**config.mk**
```make
export PLATFORM = sky130hd
export DESIGN_NAME = pcs_rx_top
export DESIGN_NICKNAME = d
export VERILOG_FILES = /design/src/pcs_rx_pkg.sv /design/src/decoder_comparator.sv /design/src/pcs_rx_regs.sv /design/src/pcs_rx_top.sv /design/src/rx_sequence_fsm.sv
export SDC_FILE = /design/constraint.sdc
export NUM_CORES = 1
export LEC_CHECK = 0
export ABC_AREA = 1
export BUFFER_PORTS_ARGS = -buffer_cell sky130_fd_sc_hd__buf_2
export CAP_MARGIN = 20
export CORE_UTILIZATION = 50
export CTS_BUF_LIST = sky130_fd_sc_hd__clkbuf_8 sky130_fd_sc_hd__clkbuf_16
export CTS_CLUSTER_DIAMETER = 200
export DETAILED_ROUTE_END_ITERATION = 7
export PLACE_DENSITY = 0.81
export SYNTH_ARGS = -nofsm -noshare
export SYNTH_HDL_FRONTEND = slang
export SYNTH_SLANG_ARGS = --single-unit
```
**constraint.sdc**
```tcl
create_clock -name i_clock -period 2.68 [get_ports i_clock]
set_input_delay 0.536 -clock i_clock [delete_from_list [all_inputs] [get_ports i_clock]]
set_output_delay 0.536 -clock i_clock [all_outputs]
set_load 0.01 [all_outputs]
```
**src/pcs_rx_pkg.sv**
```systemverilog
package pcs_rx_pkg;

    // fixed by the 64b/66b coding
    localparam int LEN_CODED_BLOCK = 66;
    localparam int LEN_RX_DATA     = 64;
    localparam int LEN_RX_CTRL     = 8;
    localparam int LEN_PCS_CHAR    = 7;

    localparam logic [1:0] DATA_SH = 2'b01;
    localparam logic [1:0] CTRL_SH = 2'b10;

    // block type field
    localparam logic [7:0] BTYPE_CTRL  = 8'h1E;
    localparam logic [7:0] BTYPE_S     = 8'h78;
    localparam logic [7:0] BTYPE_ORDER = 8'h4B;
    localparam logic [7:0] BTYPE_T0    = 8'h87;
    localparam logic [7:0] BTYPE_T1    = 8'h99;
    localparam logic [7:0] BTYPE_T2    = 8'hAA;
    localparam logic [7:0] BTYPE_T3    = 8'hB4;
    localparam logic [7:0] BTYPE_T4    = 8'hCC;
    localparam logic [7:0] BTYPE_T5    = 8'hD2;
    localparam logic [7:0] BTYPE_T6    = 8'hE1;
    localparam logic [7:0] BTYPE_T7    = 8'hFF;

    localparam logic [7:0] CGMII_IDLE      = 8'h07;
    localparam logic [7:0] CGMII_START     = 8'hFB;
    localparam logic [7:0] CGMII_TERMINATE = 8'hFD;
    localparam logic [7:0] CGMII_ERROR     = 8'hFE;
    localparam logic [7:0] CGMII_Q         = 8'h9C;
    localparam logic [7:0] CGMII_FSIG      = 8'h5C;

    localparam logic [LEN_PCS_CHAR-1:0] PCS_IDLE  = 7'h00;
    localparam logic [LEN_PCS_CHAR-1:0] PCS_ERROR = 7'h1E;

    // one-hot, order D S C T
    localparam logic [3:0] R_TYPE_D = 4'b1000;
    localparam logic [3:0] R_TYPE_S = 4'b0100;
    localparam logic [3:0] R_TYPE_C = 4'b0010;
    localparam logic [3:0] R_TYPE_T = 4'b0001;
    localparam logic [3:0] R_TYPE_E = 4'b0000; // invalid block

    // local fault ordered set, lane 0 on top
    localparam logic [LEN_RX_DATA-1:0] LBLOCK_DATA = 64'h9C00_0001_0000_0000;
    localparam logic [LEN_RX_CTRL-1:0] LBLOCK_CTRL = 8'h80;
    localparam logic [LEN_RX_DATA-1:0] EBLOCK_DATA = {8{CGMII_ERROR}};
    localparam logic [LEN_RX_CTRL-1:0] EBLOCK_CTRL = 8'hFF;

    // wishbone word addresses
    localparam int              WB_ADR_W        = 2;
    localparam logic [WB_ADR_W-1:0] REG_CTRL        = 2'd0;
    localparam logic [WB_ADR_W-1:0] REG_STATUS      = 2'd1;
    localparam logic [WB_ADR_W-1:0] REG_ERR_COUNT   = 2'd2;
    localparam logic [WB_ADR_W-1:0] REG_FRAME_COUNT = 2'd3;
    localparam int              CNT_W           = 16;

    typedef enum logic [2:0] {
        SEQ_INIT  = 3'd0,
        SEQ_IDLE  = 3'd1,
        SEQ_FRAME = 3'd2,
        SEQ_ERROR = 3'd3
    } seq_state_t;

    // the 64 bits after the sync header, read as data or as control
    typedef union packed {
        logic [0:7][7:0] lane;
        struct packed {
            logic [7:0]                   btype;
            logic [0:7][LEN_PCS_CHAR-1:0] chr; // char 0 on top
        } ctl;
    } rx_block_u;

endpackage

```
**src/decoder_comparator.sv**
```systemverilog
`timescale 1ns/1ns

module decoder_comparator
(
    input  logic                                   i_clock,
    input  logic                                   i_reset,
    input  logic                                   i_enable,
    input  logic [pcs_rx_pkg::LEN_CODED_BLOCK-1:0] i_rx_coded,
    output logic [pcs_rx_pkg::LEN_RX_DATA-1:0]     o_rx_data,
    output logic [pcs_rx_pkg::LEN_RX_CTRL-1:0]     o_rx_ctrl,
    output logic [3:0]                             o_r_type,
    output logic                                   o_valid
);
    import pcs_rx_pkg::*;

    logic [LEN_CODED_BLOCK-1:0] rx_coded;
    logic                       valid_q;
    logic [1:0]                 sh;
    rx_block_u                  blk;
    logic                       ctrl_sh;
    logic                       data_sh;

    logic                       is_t;
    logic [2:0]                 t_pos;   // lane holding /T/
    logic [0:7]                 char_ok; // char is idle or error
    logic [0:7][7:0]            cgmii_chr;
    logic [0:7][7:0]            t_data;
    logic                       trail_ok;

    logic                       type_d;
    logic                       type_s;
    logic                       type_idle;
    logic                       type_q;
    logic                       type_fsig;
    logic                       type_c;
    logic                       type_term;
    logic                       os_zero;
    logic [3:0]                 ocode;

    // input register
    always_ff @(posedge i_clock)
    begin
        if (i_enable)
            rx_coded <= i_rx_coded;
    end

    always_ff @(posedge i_clock)
    begin
        if (i_reset)
            valid_q <= 1'b0;
        else
            valid_q <= i_enable;
    end

    assign sh      = rx_coded[LEN_CODED_BLOCK-1 -: 2];
    assign blk     = rx_coded[LEN_RX_DATA-1:0];
    assign ctrl_sh = (sh == CTRL_SH);
    assign data_sh = (sh == DATA_SH);

    // which lane the terminate sits in
    always_comb
    begin
        is_t  = 1'b1;
        t_pos = 3'd0;
        case (blk.ctl.btype)
            BTYPE_T0: t_pos = 3'd0;
            BTYPE_T1: t_pos = 3'd1;
            BTYPE_T2: t_pos = 3'd2;
            BTYPE_T3: t_pos = 3'd3;
            BTYPE_T4: t_pos = 3'd4;
            BTYPE_T5: t_pos = 3'd5;
            BTYPE_T6: t_pos = 3'd6;
            BTYPE_T7: t_pos = 3'd7;
            default:  is_t  = 1'b0;
        endcase
    end

    // pcs char to cgmii char, plus trailing char check
    always_comb
    begin
        trail_ok = 1'b1;
        for (int k = 0; k < 8; k++)
        begin
            char_ok[k]   = (blk.ctl.chr[k] == PCS_IDLE) || (blk.ctl.chr[k] == PCS_ERROR);
            cgmii_chr[k] = (blk.ctl.chr[k] == PCS_IDLE) ? CGMII_IDLE : CGMII_ERROR;
            if ((k > t_pos) && !char_ok[k])
                trail_ok = 1'b0;
        end
    end

    // data bytes of a T block start one byte after the type
    assign t_data = {blk.lane[1:7], 8'h00};

    assign ocode   = blk.lane[4][7:4];
    assign os_zero = (blk[27:0] == 28'h0);

    assign type_d    = data_sh;
    assign type_s    = ctrl_sh && (blk.ctl.btype == BTYPE_S);
    assign type_idle = ctrl_sh && (blk.ctl.btype == BTYPE_CTRL) &&
                       (blk.ctl.chr == {8{PCS_IDLE}});
    assign type_q    = ctrl_sh && (blk.ctl.btype == BTYPE_ORDER) && (ocode == 4'h0) && os_zero;
    assign type_fsig = ctrl_sh && (blk.ctl.btype == BTYPE_ORDER) && (ocode == 4'hF) && os_zero;
    assign type_c    = type_idle || type_q || type_fsig;
    assign type_term = ctrl_sh && is_t && trail_ok;

    assign o_r_type = {type_d, type_s, type_c, type_term};
    assign o_valid  = valid_q;

    // cgmii word, lane 0 in the top byte
    always_comb
    begin
        o_rx_data = EBLOCK_DATA;
        o_rx_ctrl = EBLOCK_CTRL;
        if (type_d)
        begin
            o_rx_data = blk.lane;
            o_rx_ctrl = 8'h00;
        end
        else if (type_s)
        begin
            o_rx_data = {CGMII_START, blk.lane[1:7]};
            o_rx_ctrl = 8'h80;
        end
        else if (type_idle)
        begin
            o_rx_data = {8{CGMII_IDLE}};
            o_rx_ctrl = 8'hFF;
        end
        else if (type_q || type_fsig)
        begin
            o_rx_data = {type_q ? CGMII_Q : CGMII_FSIG, blk.lane[1:3], 32'h0};
            o_rx_ctrl = 8'h80;
        end
        else if (type_term)
        begin
            for (int k = 0; k < 8; k++)
            begin
                if (k < t_pos)
                    o_rx_data[63-8*k -: 8] = t_data[k];
                else if (k == t_pos)
                    o_rx_data[63-8*k -: 8] = CGMII_TERMINATE;
                else
                    o_rx_data[63-8*k -: 8] = cgmii_chr[k];
            end
            o_rx_ctrl = 8'hFF >> t_pos; // T0 FF down to T7 01
        end
    end

    // a valid block is never classed as two types at once
    a_rtype_onehot : assert property (@(posedge i_clock) disable iff (i_reset)
        o_valid |-> $onehot0(o_r_type));

endmodule

```
**src/pcs_rx_regs.sv**
```systemverilog
`timescale 1ns/1ns

module pcs_rx_regs
(
    input  logic                            i_clock,
    input  logic                            i_reset,
    input  logic                            i_wb_cyc,
    input  logic                            i_wb_stb,
    input  logic                            i_wb_we,
    input  logic [pcs_rx_pkg::WB_ADR_W-1:0] i_wb_adr,
    input  logic [31:0]                     i_wb_dat,
    input  pcs_rx_pkg::seq_state_t          i_state,
    input  logic                            i_block_lock,
    input  logic                            i_err_event,
    input  logic                            i_frame_event,
    output logic [31:0]                     o_wb_dat,
    output logic                            o_wb_ack,
    output logic                            o_rx_enable
);
    import pcs_rx_pkg::*;

    logic             req;     // new request, not yet acked
    logic             wr;
    logic [CNT_W-1:0] err_count;
    logic [CNT_W-1:0] frame_count;
    logic [31:0]      rd_data;

    assign req = i_wb_cyc && i_wb_stb && !o_wb_ack;
    assign wr  = req && i_wb_we;

    always_ff @(posedge i_clock)
    begin
        if (i_reset)
            o_wb_ack <= 1'b0;
        else
            o_wb_ack <= req; // single cycle, master drops stb after it
    end

    // control register
    always_ff @(posedge i_clock)
    begin
        if (i_reset)
            o_rx_enable <= 1'b0;
        else if (wr && (i_wb_adr == REG_CTRL))
            o_rx_enable <= i_wb_dat[0];
    end

    // saturating counters, a write clears
    always_ff @(posedge i_clock)
    begin
        if (i_reset)
            err_count <= '0;
        else if (wr && (i_wb_adr == REG_ERR_COUNT))
            err_count <= '0;
        else if (i_err_event && (err_count != {CNT_W{1'b1}}))
            err_count <= err_count + 1'b1;
    end

    always_ff @(posedge i_clock)
    begin
        if (i_reset)
            frame_count <= '0;
        else if (wr && (i_wb_adr == REG_FRAME_COUNT))
            frame_count <= '0;
        else if (i_frame_event && (frame_count != {CNT_W{1'b1}}))
            frame_count <= frame_count + 1'b1;
    end

    // read mux
    always_comb
    begin
        rd_data = 32'h0;
        case (i_wb_adr)
            REG_CTRL:        rd_data[0]       = o_rx_enable;
            REG_STATUS:
            begin
                rd_data[2:0] = i_state;
                rd_data[4]   = i_block_lock;
            end
            REG_ERR_COUNT:   rd_data[CNT_W-1:0] = err_count;
            REG_FRAME_COUNT: rd_data[CNT_W-1:0] = frame_count;
            default:         rd_data = 32'h0;
        endcase
    end

    // held for the ack cycle
    always_ff @(posedge i_clock)
    begin
        if (req)
            o_wb_dat <= rd_data;
    end

    a_ack_after_req : assert property (@(posedge i_clock) disable iff (i_reset)
        o_wb_ack |-> $past(i_wb_cyc && i_wb_stb));

endmodule

```
**src/pcs_rx_top.sv**
```systemverilog
`timescale 1ns/1ns

module pcs_rx_top
(
    input  logic                                   i_clock,
    input  logic                                   i_reset,
    input  logic [pcs_rx_pkg::LEN_CODED_BLOCK-1:0] i_rx_coded,
    input  logic                                   i_rx_valid,
    input  logic                                   i_block_lock,
    input  logic                                   i_wb_cyc,
    input  logic                                   i_wb_stb,
    input  logic                                   i_wb_we,
    input  logic [pcs_rx_pkg::WB_ADR_W-1:0]        i_wb_adr,
    input  logic [31:0]                            i_wb_dat,
    output logic [pcs_rx_pkg::LEN_RX_DATA-1:0]     o_rx_data,
    output logic [pcs_rx_pkg::LEN_RX_CTRL-1:0]     o_rx_ctrl,
    output logic                                   o_rx_valid,
    output logic [31:0]                            o_wb_dat,
    output logic                                   o_wb_ack
);
    import pcs_rx_pkg::*;

    logic [LEN_RX_DATA-1:0] dec_data;
    logic [LEN_RX_CTRL-1:0] dec_ctrl;
    logic [3:0]             dec_r_type;
    logic                   dec_valid;
    seq_state_t             seq_state;
    logic                   err_event;
    logic                   frame_event;
    logic                   rx_enable;

    decoder_comparator u_decoder (
        .i_clock    (i_clock),
        .i_reset    (i_reset),
        .i_enable   (i_rx_valid),
        .i_rx_coded (i_rx_coded),
        .o_rx_data  (dec_data),
        .o_rx_ctrl  (dec_ctrl),
        .o_r_type   (dec_r_type),
        .o_valid    (dec_valid)
    );

    rx_sequence_fsm u_sequencer (
        .i_clock       (i_clock),
        .i_reset       (i_reset),
        .i_valid       (dec_valid),
        .i_data        (dec_data),
        .i_ctrl        (dec_ctrl),
        .i_r_type      (dec_r_type),
        .i_block_lock  (i_block_lock),
        .i_rx_enable   (rx_enable),
        .o_rx_data     (o_rx_data),
        .o_rx_ctrl     (o_rx_ctrl),
        .o_rx_valid    (o_rx_valid),
        .o_state       (seq_state),
        .o_err_event   (err_event),
        .o_frame_event (frame_event)
    );

    pcs_rx_regs u_regs (
        .i_clock       (i_clock),
        .i_reset       (i_reset),
        .i_wb_cyc      (i_wb_cyc),
        .i_wb_stb      (i_wb_stb),
        .i_wb_we       (i_wb_we),
        .i_wb_adr      (i_wb_adr),
        .i_wb_dat      (i_wb_dat),
        .i_state       (seq_state),
        .i_block_lock  (i_block_lock),
        .i_err_event   (err_event),
        .i_frame_event (frame_event),
        .o_wb_dat      (o_wb_dat),
        .o_wb_ack      (o_wb_ack),
        .o_rx_enable   (rx_enable)
    );

endmodule

```
**src/rx_sequence_fsm.sv**
```systemverilog
`timescale 1ns/1ns

module rx_sequence_fsm
(
    input  logic                               i_clock,
    input  logic                               i_reset,
    input  logic                               i_valid,
    input  logic [pcs_rx_pkg::LEN_RX_DATA-1:0] i_data,
    input  logic [pcs_rx_pkg::LEN_RX_CTRL-1:0] i_ctrl,
    input  logic [3:0]                         i_r_type,
    input  logic                               i_block_lock,
    input  logic                               i_rx_enable,
    output logic [pcs_rx_pkg::LEN_RX_DATA-1:0] o_rx_data,
    output logic [pcs_rx_pkg::LEN_RX_CTRL-1:0] o_rx_ctrl,
    output logic                               o_rx_valid,
    output pcs_rx_pkg::seq_state_t             o_state,
    output logic                               o_err_event,
    output logic                               o_frame_event
);
    import pcs_rx_pkg::*;

    seq_state_t state;
    seq_state_t next_state;
    logic       run;      // lock and enable both up
    logic       replace;  // block breaks frame order
    logic       frame_end;

    assign run = i_block_lock && i_rx_enable;

    always_comb
    begin
        next_state = state;
        replace    = 1'b0;
        frame_end  = 1'b0;
        case (state)
            SEQ_INIT, SEQ_IDLE:
            begin
                if (i_r_type == R_TYPE_C)
                    next_state = SEQ_IDLE;
                else if (i_r_type == R_TYPE_S)
                    next_state = SEQ_FRAME;
                else
                begin
                    replace    = 1'b1;
                    next_state = SEQ_ERROR;
                end
            end
            SEQ_FRAME:
            begin
                if (i_r_type == R_TYPE_T)
                begin
                    frame_end  = 1'b1;
                    next_state = SEQ_IDLE;
                end
                else if (i_r_type != R_TYPE_D)
                begin
                    replace    = 1'b1;
                    next_state = SEQ_ERROR;
                end
            end
            SEQ_ERROR:
            begin
                if ((i_r_type == R_TYPE_C) || (i_r_type == R_TYPE_T))
                    next_state = SEQ_IDLE;
                else if ((i_r_type == R_TYPE_S) || (i_r_type == R_TYPE_D))
                    next_state = SEQ_FRAME;
                else
                    replace = (i_r_type == R_TYPE_E);
            end
            default:
                next_state = SEQ_INIT;
        endcase
    end

    always_ff @(posedge i_clock)
    begin
        if (i_reset)
        begin
            state         <= SEQ_INIT;
            o_rx_valid    <= 1'b0;
            o_err_event   <= 1'b0;
            o_frame_event <= 1'b0;
        end
        else
        begin
            o_rx_valid    <= i_valid;
            o_err_event   <= i_valid && run && replace;
            o_frame_event <= i_valid && run && frame_end;
            if (!run)
                state <= SEQ_INIT; // held here until lock and enable return
            else if (i_valid)
                state <= next_state;
        end
    end

    // output block register
    always_ff @(posedge i_clock)
    begin
        if (i_valid)
        begin
            if (!run)
            begin
                o_rx_data <= LBLOCK_DATA;
                o_rx_ctrl <= LBLOCK_CTRL;
            end
            else if (replace)
            begin
                o_rx_data <= EBLOCK_DATA;
                o_rx_ctrl <= EBLOCK_CTRL;
            end
            else
            begin
                o_rx_data <= i_data;
                o_rx_ctrl <= i_ctrl;
            end
        end
    end

    assign o_state = state;

    a_events_excl : assert property (@(posedge i_clock) disable iff (i_reset)
        !(o_err_event && o_frame_event));

    a_valid_follows : assert property (@(posedge i_clock) disable iff (i_reset)
        o_rx_valid == $past(i_valid));

endmodule

```
== Word level (Yosys, flattened, before mapping) ==
Index checks and enable logic that the tools add are counted.
Word-level totals
  bits of input ports: 107
  output and inout port bits: 106
  word-level logic and storage cells: 213
  flip-flop bits (word level): 195
Operators by class
  bitwise operators: 1
  add/sub/neg operators: 2
  equal/unequal tests: 43
  magnitude comparators: 14
  shift operators: 1
  muxes and demuxes: 66
  reductions and logical operators: 71
Operators with widths (number)
  64-bit two-way mux: 5
  8-bit two-way mux: 29
  8-bit equality test, second input constant: 8
  63-bit two-way mux: 1
  56-bit logical NOT: 1
  7-bit logical NOT: 8
  7-bit by 5-bit equality test with 1-bit output, second input constant: 7
  16-bit by 1-bit adder with 16-bit output, second input constant: 2
  16-bit inequality test, second input constant: 2
  1-bit logical AND: 29
  28-bit logical NOT: 1
  11-bit one-hot mux with 2 select lines: 1
  3-bit one-hot mux with 7 select lines: 1
  1-bit two-way mux: 17
  8-bit by 7-bit equality test with 1-bit output, second input constant: 2
  3-bit two-way mux: 5
  3-bit equality test, first input constant: 4
  3-bit > comparator, first input constant: 4
  1-bit logical OR: 12
  2-bit OR reduction: 5
  3-bit < comparator, first input constant: 3
  3-bit one-hot mux with 3 select lines: 1
  4-bit equality test, second input constant: 2
  8-bit by 5-bit equality test with 1-bit output, second input constant: 1
  other kinds (28): 47

== Depth between registers and ports, before layout ==
  depth after elaboration: 18
  depth in mapped cells: 18
  mapped depth without buffers: 18

== By module ==
Synthesis repeated with hierarchy kept, for this count alone.
Unflattened totals
  cells, all modules: 1307
  area, all modules: 10575.1 sq um
Modules (own cells, without submodules)
  decoder_comparator: instances 1, seq. area each 2001.9 sq um, area an instance 4634.4 sq um, cells an instance 636
  rx_sequence_fsm: instances 1, seq. area each 2262.2 sq um, area an instance 3110.5 sq um, cells an instance 279
  pcs_rx_regs: instances 1, seq. area each 1161.1 sq um, area an instance 2830.2 sq um, cells an instance 392

== Least setup slack after synthesis ==
OpenSTA, ideal clock, no wires.
  path type: input port to flip-flop
  from: input i_wb_stb
  to: register u_regs.frame_count[3]
  setup time: 0.123 ns
  cell stages on the path: 8
  path slack: 0.144 ns
  required time: 2.557 ns
  arrival: 2.414 ns
  buffers on the path: 1
  path through: inv_1 > nor3_1 > nand2_1 > inv_1 > a21oi_1 > clkbuf_1 > o21ai_0 > a21oi_1
On the way
  cells in the longest elaborated chain, start to end: 5
RTL lines
  start: declaration: line pcs_rx_top.sv:11  | input logic i_wb_stb,
  1-bit logical AND (2 in series): line pcs_rx_regs.sv:28  | assign req = i_wb_cyc && i_wb_stb && !o_wb_ack;
  net u_regs.req: line pcs_rx_regs.sv:22  | logic req;
  1-bit logical AND: line pcs_rx_regs.sv:29  | assign wr = req && i_wb_we;
  1-bit logical AND: line pcs_rx_regs.sv:63  | else if (wr && (i_wb_adr == REG_FRAME_COUNT))
  2-bit OR reduction (no line)
  end signal: assignment: line pcs_rx_regs.sv:66  | frame_count <= frame_count + 1'b1;
  end: declaration: line pcs_rx_regs.sv:25  | logic [CNT_W-1:0] frame_count;
The timed path passes the listed nets, and every way through them passes these cells.
A chain may end at the register's enable or synchronous reset.

== Worst setup path in the final report ==
  from: register u_decoder.rx_coded[34]
  to: register u_sequencer.o_rx_data[55] (netlist bit), data pin
On the way
  cells in the longest elaborated chain, start to end: 16
  elaborated cells on any way between the ends: 36
  classes of those cells: eq/ne (6); mux (18); reduce/logical (12)
RTL lines
  start: declaration: line decoder_comparator.sv:16  | logic [LEN_CODED_BLOCK-1:0] rx_coded;
  start signal: assignment: line decoder_comparator.sv:44  | rx_coded <= i_rx_coded;
  7-bit by 5-bit equality test with 1-bit output / 7-bit logical NOT (equally long branches): line decoder_comparator.sv:84  | char_ok[k] = (blk.ctl.chr[k] == PCS_IDLE) || (blk.ctl.chr[k] == PCS_ERROR);
  1-bit logical OR: line decoder_comparator.sv:84
  1-bit logical NOT: line decoder_comparator.sv:86  | if ((k > t_pos) && !char_ok[k])
  1-bit logical AND: line decoder_comparator.sv:86
  1-bit two-way mux (5 in series): line decoder_comparator.sv:86
  1-bit logical AND: line decoder_comparator.sv:104  | assign type_term = ctrl_sh && is_t && trail_ok;
  4-bit by 3-bit equality test with 1-bit output (tied with other cells): line rx_sequence_fsm.sv:40, rx_sequence_fsm.sv:65
  1-bit logical OR / 64-bit two-way mux (equally long branches): line rx_sequence_fsm.sv:65, decoder_comparator.sv:129
  1-bit two-way mux / 64-bit two-way mux (equally long branches): line rx_sequence_fsm.sv:65, decoder_comparator.sv:124
  1-bit two-way mux / 64-bit two-way mux (equally long branches): line rx_sequence_fsm.sv:63, decoder_comparator.sv:119
  1-bit one-hot mux with 3 select lines / 64-bit two-way mux (equally long branches): line rx_sequence_fsm.sv:35, decoder_comparator.sv:114
  63-bit two-way mux *: line rx_sequence_fsm.sv:106  | else if (replace)
  end signal: assignment: line rx_sequence_fsm.sv:113  | o_rx_data <= i_data;
  end: declaration: line rx_sequence_fsm.sv:13  | output logic [pcs_rx_pkg::LEN_RX_DATA-1:0] o_rx_data,
Mark *: on every way between the ends. The rest lies on a longest branch, timed or not.

==> results by stage <==
Logic synthesis:
- Summing every instance area after synthesis gives 9640 µm².
- Sorting the synthesized cells by area gives the leading types as sky130_fd_sc_hd__edfxtp_1 (48%), sky130_fd_sc_hd__dfxtp_1 (8.3%), sky130_fd_sc_hd__nand2_1 (7.9%).
- The dominant cell type by area after synthesis is sky130_fd_sc_hd__edfxtp_1.
- The share of the Yosys chip area taken by registers is 0.563.
- The number of instances in the synthesized netlist is 1105.
- Counting flops with an async set or reset pin after synthesis yields a share of 0.
- A synthesized cell averages 8.73 µm².
- The share of synthesized area in the top cell type comes to 0.480.
- The count of yosys warnings during synthesis is 0.
- The most frequently used cell type in the post-synthesis netlist is sky130_fd_sc_hd__nand2_1.
- After synthesis, the most frequently instantiated cells are sky130_fd_sc_hd__nand2_1 (204), sky130_fd_sc_hd__nor2_1 (155), sky130_fd_sc_hd__edfxtp_1 (154), sky130_fd_sc_hd__inv_1 (138), sky130_fd_sc_hd__o21ai_0 (85).
- The predominant post-synthesis flop cell is sky130_fd_sc_hd__edfxtp_1.
- The synthesized design contains 194 register bits.
- The unique cell type count in the Yosys netlist is 41.
- Yosys mapped a number of flops with a built-in enable equal to 154.

Job:
- Across the run, the number of max-cap violations was 0.

Place:
- The final HPWL from detailed placement is 20.5 mm.
- The placed instances occupy a cell area of 11200 µm².
- The final weighted congestion in routability-driven placement is 1.06.
- The port buffer count is 165.

Final layout:
- The area growth from synthesis to layout is 24.9%.
- Once layout is done, the placed cells without fillers occupy 12000 µm².
- The number of inserted filler cells in the final layout is 1550.
- At the end of the flow, the number of nets in the layout was 1458.
- The number of antenna diodes is 0.
- The ratio of cells with drive above 1 in the final layout is 0.250.

Clocking:
- The clock root buffer master is sky130_fd_sc_hd__clkbuf_16.
- Clock latency on the worst-skew pair, taken at its later pin, is 0.44 ns.
- The clock transition time at the flip-flop clock pins of the worst setup and hold paths is 0.07 ns.
- The hold buffer count at cts is 0.
- The clock tree buffer depth is 2.
- The number of clock sinks is 194.
- The number of buffers inserted during clock tree synthesis is 17.
- The TritonCTS clock tree is done.
- The H-tree generated during clock tree synthesis spans 4 levels.

Timing:
- The final clock period utilization by the worst path is 0.985.
- Setup violations remaining at the end of the flow were counted as 0.
- The clock period minus worst slack is 2.64 ns.
- Setup repair after global routing could not meet its margin everywhere.
- The worst-case headroom to the max-slew limit is 0.631.
- Static timing analysis puts the maximum clock frequency at 379 MHz.
- The number of failing hold endpoints at the final stage is 0.
- The total count of max-transition violations in the final report was 0.
- For the pin with the worst max-slew slack, the measured transition is 0.548 ns.
- The final worst clock skew is 0.0109 ns.
- Across all hold checks on the routed design, the worst slack comes to 0.265 ns.

Detailed routing:
- The remaining antenna violation count is 0.
- The first-pass iteration count of the detailed router is 6.
- The wire length after detailed routing is 27.4 mm.
- Dividing the detail-routed wire length by the instance count gives 16.9 µm.
- Using the TritonRoute via totals, the vias-per-cell ratio works out to 5.48.
- The via count is 8885.
- For this block, the initial DRC count from the detailed router was 1038.
- In the routed design, unresolved DRC markers number 0.

Global route:
- The initial antenna violation count is 0.
- The number of global-route vias before repair was 8296.
- The met1 track demand over resource is 0.352.
- The met3 usage is 0.0645.
- After global routing the overflow that remains totals 0.
- The total global-route track usage is 0.279.
- For this run, global-route usage on met2 was measured as 0.460.
- After global routing, the most crowded layer is met2.
- The maximum number of pins on one net before global-route repair is 68.
- The first-pass GRT wire length is 42.0 mm.

Floorplan:
- The floorplan step defined a die boundary enclosing 19800 µm².
- The vertical die dimension is 141 µm.
- In this run the standard cell core region covers 18800 µm².
- From left edge to right edge, the die measures 141 µm.
- In this run the count of I/O pins placed on the die edge is 213.
- The starting utilization of the core area is 0.512.
- Row generation in the floorplan step produced 50 rows.

Critical path:
- The category of the most critical setup path is flip-flop to flip-flop.
- In this run the worst path has a maximum fanout of 8.
- The worst setup path is captured at a flip-flop.
- The critical path arrival is 2.81 ns.
- The startpoint type of the worst setup path is a flip-flop.
- The data required time of the critical path is 2.85 ns.

Power:
- The largest vdd supply drop is 0.443 mV.
- In this run the static leakage power is 5.05 nW.
- The post-route total power is 6.81 mW.
- For this design the ratio of total power to cell area is 565 nW/µm².

Run status:
- The run finished with clean final reports.

Worst hold path:
- The path class of the tightest hold or removal check is input port to flip-flop.
==> cell families (layout without fill, tap and decap cells) <==
kind of cell / count (synthesis) / count (layout) / synth area share
and+or+nand+nor: 511 / 511 / 0.233
xor gates and xnor gates: 2 / 2 / 0.00182
AOI/OAI and AO/OA: 209 / 209 / 0.117
other: 1 / 16 / 0.000389
buffers and inverters: 186 / 428 / 0.0828
DFF: 194 / 194 / 0.563
adders and majority gates: 2 / 2 / 0.00259
==> where the power goes <==
part | internal [mW] | switching, mW | leakage (nW) | total, mW
combinational | 0.233 | 0.402 | 2.98 | 0.635
sequential | 3.39 | 0.106 | 1.77 | 3.49
clock | 1.55 | 1.12 | 0.302 | 2.68
==> repair_timing <==
action | CTS | global route
gates resized for setup | 2 | 49
pin swaps | 0 | 12
setup buffers | 0 | 15
gates cloned | 0 | 1
setup endpoints to repair | 2 | 70
==> final cells by class <==
class	instances	area, µm²	area share
Sequential cell	194	5430	0.451
Inverter	143	543	0.0451
Clock buffer	17	425	0.0353
Tap cell	260	325	0.0270
Clock inverter	15	190	0.0158
Timing Repair Buffer	253	1560	0.129
Multi-Input combinational cell	740	3580	0.297
==> registers in the layout, summed over array words and instances, names as in the netlist, 2 cells and up <==
| signal | flops |
|---|---|
| u_decoder.rx_coded | 66 |
| u_sequencer.o_rx_ctrl | 8 |
| u_regs.err_count | 16 |
| u_sequencer.o_rx_data | 64 |
| u_sequencer.o_state | 2 |
| u_regs.frame_count | 16 |
| u_regs.o_wb_dat | 16 |
==> stage by stage <==
step	setup WS, ns	setup TNS (ns)	util	instances
6_report	0.0407	0	0.640	1622
2_1_floorplan	0.144	0	-	1120
4_1_cts	0.0292	0	0.627	1606
5_1_grt	-0.0446	-0.699	0.640	1622
3_3_place_gp	0.0293	0	0.594	1574
3_5_place_dp	0.00244	0	0.594	1574
==> final timing paths <==
check | depth (start not counted) | end | slack (ns) | startpoint
max reg2reg | 12 | u_sequencer.o_rx_data[55] | 0.04 | u_decoder.rx_coded[34]
max | 12 | u_sequencer.o_rx_data[55] | 0.04 | u_decoder.rx_coded[34]
min | 1 | u_decoder.rx_coded[27] | 0.27 | i_rx_coded[27]
min reg2reg | 1 | u_regs.o_wb_ack | 0.46 | u_regs.o_wb_ack
==> layer usage <==
metal  vias to the layer above  part of all wire
li1                       4212                 -
met1                      4031              0.39
met4                         0             0.036
met5                         -                 0
met2                       558              0.48
met3                        84              0.10
==> critical path: stages (launching register included) <==
cell and delay [ns]:
sky130_fd_sc_hd__edfxtp_1 0.53, sky130_fd_sc_hd__inv_1 0.13, sky130_fd_sc_hd__nand3_1 0.12, sky130_fd_sc_hd__or2_2 0.33
sky130_fd_sc_hd__nor3_1 0.14, sky130_fd_sc_hd__nand3_1 0.15, sky130_fd_sc_hd__nand2_2 0.13, sky130_fd_sc_hd__nor2_1 0.09
sky130_fd_sc_hd__nand3_4 0.13, sky130_fd_sc_hd__nand2_2 0.08, sky130_fd_sc_hd__nor2_4 0.27, sky130_fd_sc_hd__buf_6 0.18
sky130_fd_sc_hd__a21oi_1 0.09
==> cell usage in the layout (no fill, tap or decap), drive strengths merged, types with 5 or more instances in the layout <==
cell and count:
a21oi 79, o211ai 6, buf 253, edfxtp 154, o21a 5, nand3 79
conb 16, dfxtp 40, nor3 32, nor2 162, o21ai 87, o22ai 23
inv 143, nand2 207, clkinv 9, clkbuf 17, nand4 20
(Power assumes the default switching activity.)
